===== config.mk =====
export PLATFORM = sky130hd
export DESIGN_NAME = hdmi_tx
export DESIGN_NICKNAME = d
export VERILOG_FILES = /design/src/hdmi_pkg.sv /design/src/hdmi_tx.sv /design/src/tmds_channel.sv /design/src/period_scheduler.sv /design/src/video_timing.sv
export SDC_FILE = /design/constraint.sdc
export NUM_CORES = 1
export LEC_CHECK = 0
export BUFFER_PORTS_ARGS = -buffer_cell sky130_fd_sc_hd__buf_2
export CORE_MARGIN = 8
export CORE_UTILIZATION = 59
export CTS_CLUSTER_SIZE = 28
export DETAILED_ROUTE_END_ITERATION = 8
export PLACE_DENSITY = 0.89
export RECOVER_POWER = 50
export SETUP_SLACK_MARGIN = 0.02
export SLEW_MARGIN = 20
export SYNTH_ARGS = -nofsm -noshare
export SYNTH_HDL_FRONTEND = slang
export SYNTH_SLANG_ARGS = --single-unit

===== constraint.sdc =====
create_clock -name clk_pixel -period 10.5 [get_ports clk_pixel]
set_clock_uncertainty 0.1 [all_clocks]
set_input_delay 2.1 -clock clk_pixel [delete_from_list [all_inputs] [get_ports clk_pixel]]
set_output_delay 2.1 -clock clk_pixel [all_outputs]
set_load 0.005 [all_outputs]

===== src/hdmi_pkg.sv =====
// ~~~~~~~~~~~~~~~~~~~~~~~~~~~~~~~~~~~~~~~~~~~~~~~~~~
// HDMI transmit definitions
// Channel coding modes, control patterns, period lengths
// ~~~~~~~~~~~~~~~~~~~~~~~~~~~~~~~~~~~~~~~~~~~~~~~~~~

package hdmi_pkg;

    // Coding mode of one TMDS channel
    typedef enum logic [2:0] {
        mode_control      = 3'd0,
        mode_video        = 3'd1,
        mode_video_guard  = 3'd2,
        mode_island       = 3'd3,
        mode_island_guard = 3'd4
    } tmds_mode_e;

    // Period lengths in pixel clocks
    localparam int preamble_len = 8;
    localparam int guard_len    = 2;
    localparam int island_len   = 32;

    // CTL0..CTL3 patterns with CTL0 in bit 0
    localparam logic [3:0] ctl_video_preamble  = 4'b0001;
    localparam logic [3:0] ctl_island_preamble = 4'b0101;

    // Control code for C1 C0 = 00
    localparam logic [9:0] tmds_reset_code = 10'b1101010100;

endpackage

===== src/hdmi_tx.sv =====
// ~~~~~~~~~~~~~~~~~~~~~~~~~~~~~~~~~~~~~~~~~~~~~~~~~~
// HDMI transmitter top
// Timing, period scheduling and three TMDS channels
// ~~~~~~~~~~~~~~~~~~~~~~~~~~~~~~~~~~~~~~~~~~~~~~~~~~

`timescale 1ns/1ns

module hdmi_tx
#(
    parameter int h_active      = 1280,
    parameter int h_front       = 110,
    parameter int h_sync        = 40,
    parameter int h_blank       = 370,
    parameter int v_active      = 720,
    parameter int v_blank       = 30,
    parameter int island_offset = 4
)
(
    input  logic        clk_pixel,
    input  logic        rst,
    input  logic [23:0] pixel_data,
    input  logic        pixel_valid,
    output logic        pixel_ready,
    input  logic [8:0]  aux_data,
    input  logic        aux_valid,
    output logic        aux_ready,
    output logic [9:0]  tmds_ch0,
    output logic [9:0]  tmds_ch1,
    output logic [9:0]  tmds_ch2
);

    localparam int column_w = $clog2(h_active + h_blank);
    localparam int row_w    = $clog2(v_active + v_blank);

    logic [column_w-1:0]  column;
    logic [row_w-1:0]     row;
    logic                 hsync;
    logic                 vsync;
    logic                 active;
    hdmi_pkg::tmds_mode_e mode;
    logic [23:0]          video_data;
    logic [11:0]          island_data;
    logic [5:0]           control_data;

    video_timing #(
        .h_active(h_active), .h_front(h_front), .h_sync(h_sync),
        .h_blank(h_blank), .v_active(v_active), .v_blank(v_blank)
    ) timing (
        .clk_pixel(clk_pixel), .rst(rst), .column(column), .row(row),
        .hsync(hsync), .vsync(vsync), .active(active)
    );

    period_scheduler #(
        .h_active(h_active), .h_blank(h_blank), .v_active(v_active),
        .v_blank(v_blank), .island_offset(island_offset)
    ) scheduler (
        .clk_pixel(clk_pixel), .rst(rst), .column(column), .row(row),
        .hsync(hsync), .vsync(vsync), .active(active),
        .pixel_data(pixel_data), .pixel_valid(pixel_valid), .pixel_ready(pixel_ready),
        .aux_data(aux_data), .aux_valid(aux_valid), .aux_ready(aux_ready),
        .mode(mode), .video_data(video_data), .island_data(island_data),
        .control_data(control_data)
    );

    // Blue on channel 0, green on 1, red on 2
    tmds_channel #(.CN(0)) channel0 (
        .clk_pixel(clk_pixel), .rst(rst), .video_data(video_data[7:0]),
        .data_island_data(island_data[3:0]), .control_data(control_data[1:0]),
        .mode(mode), .tmds(tmds_ch0)
    );

    tmds_channel #(.CN(1)) channel1 (
        .clk_pixel(clk_pixel), .rst(rst), .video_data(video_data[15:8]),
        .data_island_data(island_data[7:4]), .control_data(control_data[3:2]),
        .mode(mode), .tmds(tmds_ch1)
    );

    tmds_channel #(.CN(2)) channel2 (
        .clk_pixel(clk_pixel), .rst(rst), .video_data(video_data[23:16]),
        .data_island_data(island_data[11:8]), .control_data(control_data[5:4]),
        .mode(mode), .tmds(tmds_ch2)
    );

endmodule


===== src/tmds_channel.sv =====
// ~~~~~~~~~~~~~~~~~~~~~~~~~~~~~~~~~~~~~~~~~~~~~~~~~~
// TMDS channel encoder
// 8b/10b video, control, TERC4 and guard band characters
// ~~~~~~~~~~~~~~~~~~~~~~~~~~~~~~~~~~~~~~~~~~~~~~~~~~

`timescale 1ns/1ns

module tmds_channel
#(
    parameter int CN = 0
)
(
    input  logic                 clk_pixel,
    input  logic                 rst,
    input  logic [7:0]           video_data,
    input  logic [3:0]           data_island_data,
    input  logic [1:0]           control_data,
    input  hdmi_pkg::tmds_mode_e mode,
    output logic [9:0]           tmds
);

    function automatic logic [9:0] control_code(input logic [1:0] c);
        case (c)
            2'b00:   control_code = hdmi_pkg::tmds_reset_code;
            2'b01:   control_code = 10'b0010101011;
            2'b10:   control_code = 10'b0101010100;
            default: control_code = 10'b1010101011;
        endcase
    endfunction

    function automatic logic [9:0] terc4_code(input logic [3:0] d);
        case (d)
            4'h0:    terc4_code = 10'b1010011100;
            4'h1:    terc4_code = 10'b1001100011;
            4'h2:    terc4_code = 10'b1011100100;
            4'h3:    terc4_code = 10'b1011100010;
            4'h4:    terc4_code = 10'b0101110001;
            4'h5:    terc4_code = 10'b0100011110;
            4'h6:    terc4_code = 10'b0110001110;
            4'h7:    terc4_code = 10'b0100111100;
            4'h8:    terc4_code = 10'b1011001100;
            4'h9:    terc4_code = 10'b0100111001;
            4'ha:    terc4_code = 10'b0110011100;
            4'hb:    terc4_code = 10'b1011000110;
            4'hc:    terc4_code = 10'b1010001110;
            4'hd:    terc4_code = 10'b1001110001;
            4'he:    terc4_code = 10'b0101100011;
            default: terc4_code = 10'b1011000011;
        endcase
    endfunction

    logic [3:0]        ones_d;
    logic              use_xnor;
    logic [8:0]        q_m;
    logic [3:0]        ones_qm;
    logic signed [4:0] n1_qm;
    logic signed [4:0] n0_qm;
    logic signed [4:0] acc;
    logic signed [4:0] acc_add;
    logic [9:0]        video_code;
    logic [9:0]        video_guard;
    logic [9:0]        island_guard;

    // Transition minimizing stage
    always_comb
    begin
        ones_d = '0;
        for (int i = 0; i < 8; i++)
            ones_d = ones_d + 4'(video_data[i]);
        use_xnor = (ones_d > 4'd4) || (ones_d == 4'd4 && !video_data[0]);
        q_m[0] = video_data[0];
        for (int i = 1; i < 8; i++)
            q_m[i] = use_xnor ? ~(q_m[i-1] ^ video_data[i]) : (q_m[i-1] ^ video_data[i]);
        q_m[8] = ~use_xnor;
        ones_qm = '0;
        for (int i = 0; i < 8; i++)
            ones_qm = ones_qm + 4'(q_m[i]);
        n1_qm = {1'b0, ones_qm};
        n0_qm = 5'sd8 - n1_qm;
    end

    // DC balancing against the running disparity
    always_comb
    begin
        if (acc == 5'sd0 || n1_qm == n0_qm)
        begin
            video_code = {~q_m[8], q_m[8], q_m[8] ? q_m[7:0] : ~q_m[7:0]};
            acc_add    = q_m[8] ? (n1_qm - n0_qm) : (n0_qm - n1_qm);
        end
        else if ((acc > 5'sd0 && n1_qm > n0_qm) || (acc < 5'sd0 && n1_qm < n0_qm))
        begin
            video_code = {1'b1, q_m[8], ~q_m[7:0]};
            acc_add    = (n0_qm - n1_qm) + (q_m[8] ? 5'sd2 : 5'sd0);
        end
        else
        begin
            video_code = {1'b0, q_m[8], q_m[7:0]};
            acc_add    = (n1_qm - n0_qm) - (q_m[8] ? 5'sd0 : 5'sd2);
        end
    end

    // Disparity only carries across consecutive video characters
    always_ff @(posedge clk_pixel)
    begin
        if (rst || mode != hdmi_pkg::mode_video)
            acc <= 5'sd0;
        else
            acc <= acc + acc_add;
    end

    // Guard bands differ per channel; channel 0 island guard carries hsync/vsync
    assign video_guard  = (CN == 1) ? 10'b0100110011 : 10'b1011001100;
    assign island_guard = (CN == 0) ? terc4_code({2'b11, control_data}) : 10'b0100110011;

    always_ff @(posedge clk_pixel)
    begin
        if (rst)
            tmds <= hdmi_pkg::tmds_reset_code;
        else
        begin
            case (mode)
                hdmi_pkg::mode_video:        tmds <= video_code;
                hdmi_pkg::mode_video_guard:  tmds <= video_guard;
                hdmi_pkg::mode_island:       tmds <= terc4_code(data_island_data);
                hdmi_pkg::mode_island_guard: tmds <= island_guard;
                default:                     tmds <= control_code(control_data);
            endcase
        end
    end

endmodule


===== src/period_scheduler.sv =====
// ~~~~~~~~~~~~~~~~~~~~~~~~~~~~~~~~~~~~~~~~~~~~~~~~~~
// Link period scheduler
// Picks the period per clock, registers channel mode and data
// ~~~~~~~~~~~~~~~~~~~~~~~~~~~~~~~~~~~~~~~~~~~~~~~~~~

`timescale 1ns/1ns

module period_scheduler
#(
    parameter int h_active      = 1280,
    parameter int h_blank       = 370,
    parameter int v_active      = 720,
    parameter int v_blank       = 30,
    parameter int island_offset = 4
)
(
    input  logic                                     clk_pixel,
    input  logic                                     rst,
    input  logic [$clog2(h_active + h_blank) - 1:0] column,
    input  logic [$clog2(v_active + v_blank) - 1:0] row,
    input  logic                                     hsync,
    input  logic                                     vsync,
    input  logic                                     active,
    input  logic [23:0]                              pixel_data,
    input  logic                                     pixel_valid,
    output logic                                     pixel_ready,
    input  logic [8:0]                               aux_data,
    input  logic                                     aux_valid,
    output logic                                     aux_ready,
    output hdmi_pkg::tmds_mode_e                     mode,
    output logic [23:0]                              video_data,
    output logic [11:0]                              island_data,
    output logic [5:0]                               control_data
);

    localparam int h_total = h_active + h_blank;
    localparam int v_total = v_active + v_blank;
    localparam int cw      = $clog2(h_total);
    localparam int rw      = $clog2(v_total);
    localparam int seq_len = hdmi_pkg::preamble_len + 2 * hdmi_pkg::guard_len
                           + hdmi_pkg::island_len;

    localparam logic [cw-1:0] slot_column    = cw'(h_active + island_offset);
    localparam logic [cw-1:0] preamble_column =
        cw'(h_total - hdmi_pkg::preamble_len - hdmi_pkg::guard_len);
    localparam logic [cw-1:0] guard_column   = cw'(h_total - hdmi_pkg::guard_len);
    localparam logic [rw-1:0] last_row       = rw'(v_total - 1);
    localparam logic [rw-1:0] last_lead_row  = rw'(v_active - 1);

    // Steps within the island sequence
    localparam logic [5:0] lead_guard_step  = 6'(hdmi_pkg::preamble_len);
    localparam logic [5:0] data_step        = 6'(hdmi_pkg::preamble_len + hdmi_pkg::guard_len);
    localparam logic [5:0] trail_guard_step = 6'(hdmi_pkg::preamble_len + hdmi_pkg::guard_len
                                               + hdmi_pkg::island_len);
    localparam logic [5:0] last_step        = 6'(seq_len - 1);

    typedef enum logic [2:0] {
        period_control,
        period_video_preamble,
        period_video_guard,
        period_video,
        period_island_preamble,
        period_island_guard,
        period_island_data
    } period_e;

    period_e              period;
    logic                 island_on;
    logic [5:0]           island_pos;
    logic                 island_now;
    logic [5:0]           island_step;
    logic                 next_row_active;
    logic [3:0]           ctl;
    logic [8:0]           aux_word;
    hdmi_pkg::tmds_mode_e mode_next;
    logic [23:0]          video_next;
    logic [11:0]          island_next;

    // Period decision on the current position
    always_comb
    begin
        next_row_active = (row == last_row) || (row < last_lead_row);
        island_now      = island_on || (column == slot_column && aux_valid);
        island_step     = island_on ? island_pos : '0;

        if (active)
            period = period_video;
        else if (island_now)
        begin
            if (island_step < lead_guard_step)
                period = period_island_preamble;
            else if (island_step < data_step)
                period = period_island_guard;
            else if (island_step < trail_guard_step)
                period = period_island_data;
            else
                period = period_island_guard;
        end
        else if (next_row_active && column >= guard_column)
            period = period_video_guard;
        else if (next_row_active && column >= preamble_column)
            period = period_video_preamble;
        else
            period = period_control;
    end

    // Once started, an island runs its whole sequence
    always_ff @(posedge clk_pixel)
    begin
        if (rst)
        begin
            island_on  <= 1'b0;
            island_pos <= '0;
        end
        else
        begin
            island_on  <= island_now && (island_step != last_step);
            island_pos <= island_now ? island_step + 1'b1 : '0;
        end
    end

    assign pixel_ready = active;
    assign aux_ready   = (period == period_island_data);

    // Missing words at a ready slot become zeros
    assign aux_word = aux_valid ? aux_data : '0;

    always_comb
    begin
        ctl         = '0;
        mode_next   = hdmi_pkg::mode_control;
        video_next  = '0;
        island_next = '0;
        unique case (period)
            period_video_preamble:  ctl = hdmi_pkg::ctl_video_preamble;
            period_video_guard:     mode_next = hdmi_pkg::mode_video_guard;
            period_video:
            begin
                mode_next  = hdmi_pkg::mode_video;
                video_next = pixel_valid ? pixel_data : '0;
            end
            period_island_preamble: ctl = hdmi_pkg::ctl_island_preamble;
            period_island_guard:    mode_next = hdmi_pkg::mode_island_guard;
            period_island_data:
            begin
                mode_next   = hdmi_pkg::mode_island;
                // Channel 0 bit 3 is low only on the first data clock
                island_next = {aux_word[8:5], aux_word[4:1],
                               island_step != data_step, aux_word[0], vsync, hsync};
            end
            default: ;
        endcase
    end

    always_ff @(posedge clk_pixel)
    begin
        if (rst)
        begin
            mode         <= hdmi_pkg::mode_control;
            video_data   <= '0;
            island_data  <= '0;
            control_data <= '0;
        end
        else
        begin
            mode         <= mode_next;
            video_data   <= video_next;
            island_data  <= island_next;
            control_data <= {ctl, vsync, hsync};
        end
    end

endmodule


===== src/video_timing.sv =====
// ~~~~~~~~~~~~~~~~~~~~~~~~~~~~~~~~~~~~~~~~~~~~~~~~~~
// Video timing generator
// Frame position counters with sync and active flags
// ~~~~~~~~~~~~~~~~~~~~~~~~~~~~~~~~~~~~~~~~~~~~~~~~~~

`timescale 1ns/1ns

module video_timing
#(
    parameter int h_active = 1280,
    parameter int h_front  = 110,
    parameter int h_sync   = 40,
    parameter int h_blank  = 370,
    parameter int v_active = 720,
    parameter int v_blank  = 30
)
(
    input  logic                                     clk_pixel,
    input  logic                                     rst,
    output logic [$clog2(h_active + h_blank) - 1:0] column,
    output logic [$clog2(v_active + v_blank) - 1:0] row,
    output logic                                     hsync,
    output logic                                     vsync,
    output logic                                     active
);

    localparam int h_total = h_active + h_blank;
    localparam int v_total = v_active + v_blank;
    localparam int cw      = $clog2(h_total);
    localparam int rw      = $clog2(v_total);

    localparam logic [cw-1:0] last_column = cw'(h_total - 1);
    localparam logic [cw-1:0] sync_first  = cw'(h_active + h_front);
    localparam logic [cw-1:0] sync_last   = cw'(h_active + h_front + h_sync - 1);
    localparam logic [cw-1:0] active_cols = cw'(h_active);
    localparam logic [rw-1:0] last_row    = rw'(v_total - 1);
    localparam logic [rw-1:0] active_rows = rw'(v_active);

    // Reset parks on the final position so the first advance lands on 0,0
    always_ff @(posedge clk_pixel)
    begin
        if (rst)
        begin
            column <= last_column;
            row    <= last_row;
        end
        else if (column == last_column)
        begin
            column <= '0;
            row    <= (row == last_row) ? '0 : row + 1'b1;
        end
        else
        begin
            column <= column + 1'b1;
        end
    end

    assign hsync  = (column >= sync_first) && (column <= sync_last);
    // vsync covers the first blank row
    assign vsync  = (row == active_rows);
    assign active = (column < active_cols) && (row < active_rows);

endmodule


==> run metrics <==
reg2reg path depth=36; Worst setup SP type=register; DR vias=about 8300; VDD IR max=roughly 170 µV; leading area contributor after synthesis=dfxtp_1; post-layout net count=about 1300; slowest cell on the critical path=fa_1; Antenna Violating Nets Remaining=0; GR Overflow Total=0; number of cell rows=46; final wirelength=approximately 23000 µm; # resized after CTS=0; post-route setup TNS=0 ps; worst-skew pair later-pin latency=around 430 ps; Peak Freq=0.100 GHz; Sequential Area=0.00250 mm²; worst hold margin=between 300 and 400 ps; gr usage total=0.227; die height=between 100 and 150 µm; Worst-Margin Slew=1630 ps; Slew HR=-0.0843; Max Cap Viol=1; Avg Inst Size Synth=between 8 and 9 µm²; most common cell after layout, fill and taps aside=dfxtp_1; Die ar.=a little over 0.02 mm²; xor/xnor share of the synthesized area=0.0990; CTS Root Cell=clkbuf_16; worst hold stages=2; Clock transition at path regs=~60 ps; Period minus WS final=~10000 ps; multi-input logic area=between 0.006 and 0.007 mm²; slowest stage delay, CP=600 ps; post-layout utilization of the core=0.661; Post-Syn Nets=~1300; n_diodes=0; synth top area cells=dfxtp_1 27%, ha_1 12%, fa_1 6.4%; Synth async-reset ratio=0; Setup CP Type=reg2reg; GPL Wtd Cong=0.897; Clock Sinks=125; final setup violation count=0; Post-CTS Hold Buffers=0; Die X=about 140 µm; post-synthesis cell type count=77; Iter 0 DRT Violations=~650; DRC=0; worst min-delay path category=reg2reg; antenna violations before repair=0; #FFs+latches synth=125; core footprint=0.0158 mm²; flop2flop setup slack=between 500 and 600 ps; HPWL after DPL=between 15000 and 20000 µm; Top Ports=69; first-pass GRT wire length=roughly 37000 µm; final hold viol count=0; vias in the first global route=7842; drt pass-1 iters=5; CTS tree=done; Synth Area in Adders=0.182; Most used DFF post-synth=dfxtp_1; commonest non-fill, non-tap cells in the layout=125 x dfxtp_1, 111 x inv_1, 89 x ha_1, 81 x nor2_1, 77 x nand2_1; most frequent CP cell=fa_1; multiplexer area fraction after synthesis=0.0147; Leak=around 0.0044 µW; crit path DAT=slightly above 10000 ps; largest net degree at the start of global routing=39; DR vias/cell=around 5.9; Area Growth Syn to Fin=10.6%; Post-synth EDFFs=0; failing checks=max-capacitance violations, max-slew violations; sequential element share of the synthesized area=0.265; WP data required=10720 ps; total CTS buffers=17; Slew Viols, Final=39; area of the mapped netlist=approximately 0.0094 mm²; IO Port Bufs=between 60 and 70; Crit. End Element=register; DR WL/cell=roughly 16 µm; Syn. warnings=0; post-CTS setup buffers=0; Pwr per Cell Area=about 240 mW/mm²; post-synthesis compound-gate area fraction=0.186; Design Area, Final=roughly 0.010 mm²; fill count=about 1300; Simple-Gate Fraction of Synth Area=0.187; share of cells above drive strength 1=0.0923; H-tree levels=4; CP Max Fanout=12; period utilisation layout=0.950; Cells after Synth=roughly 1100; RSZ-0062 raised after global routing=false; status=finished with violations; Placed Area=slightly below 0.01 mm²; Max Buffers Root-to-Sink=2; largest family of logic cells by synthesized area=simple AND/OR/NAND/NOR gates; Yosys top cell area share=0.265; initial core utilization=0.598
## Yosys cell counts, drive strengths merged, types with 8 or more instances
library cell	n
inv	112
o22ai	14
clkbuf	39
mux2i	9
a211oi	16
nor3	29
o211ai	15
xnor2	69
xor2	35
nand3	28
nand2	77
nor3b	9
a21o	12
dfxtp	125
a21oi	66
ha	89
and3	13
o21ai	65
a31oi	10
nand2b	15
or3	8
or2	13
and2	35
fa	30
nor2	82
nor2b	15
## final cells by class
cell class,count,area share
Multi-Input combinational cell,851,0.605
Sequential cell,125,0.240
Clock buffer,18,0.0412
Inverter,113,0.0407
Timing Repair Buffer,71,0.0325
Tap cell,216,0.0259
Clock inverter,14,0.0151
## critical path: cells and delay by family (launching register included)
kind,cells,cell delay [ps]
buffers and inverters,8,850
adders and majority gates,12,5190
xor gates and xnor gates,2,210
muxes,1,250
DFF,1,360
and+or+nand+nor,4,1100
AOI/OAI and AO/OA,9,1780
## path summary, 6_finish.rpt
path,start,to
max,scheduler.video_data[16]$_SDFF_PP0_,channel2.acc[4]$_SDFF_PP0_
min,timing.row[1]$_SDFFE_PP0N_,timing.row[1]$_SDFFE_PP0N_
max reg2reg,scheduler.video_data[16]$_SDFF_PP0_,channel2.acc[4]$_SDFF_PP0_
min reg2reg,timing.row[1]$_SDFFE_PP0N_,timing.row[1]$_SDFFE_PP0N_
## where the power goes
part | switching [µW] | internal, µW
combinational | 752 | 506
sequential | 68.8 | 542
clock | 234 | 354
## cells by family after synthesis
| group | count (synthesis) |
|---|---|
| multiplexers | 13 |
| AO/OA/AOI/OAI | 267 |
| XOR/XNOR | 104 |
| AND/OR/NAND/NOR | 348 |
| flip-flops | 125 |
| buffers and inverters | 158 |
| adder cells (fa/ha/maj) | 119 |
## per-stage QoR
step                      power, µW  std cells  setup WS, ps
after global routing           2620       1408           101
after CTS                      2440       1408           652
after global placement         1800       1376          1230
final                          2460       1408           529
after detailed placement       1840       1376           878
after floorplan                1570       1134          1350
## metal layers
metal,vias to the layer above,routed length [µm],track usage
met5,-,0,0
li1,3988,-,-
met3,61,1610,0.0520
met4,0,731,0.0940
met2,326,11000,0.378
met1,3905,9360,0.277
(Power assumes the default switching activity.)
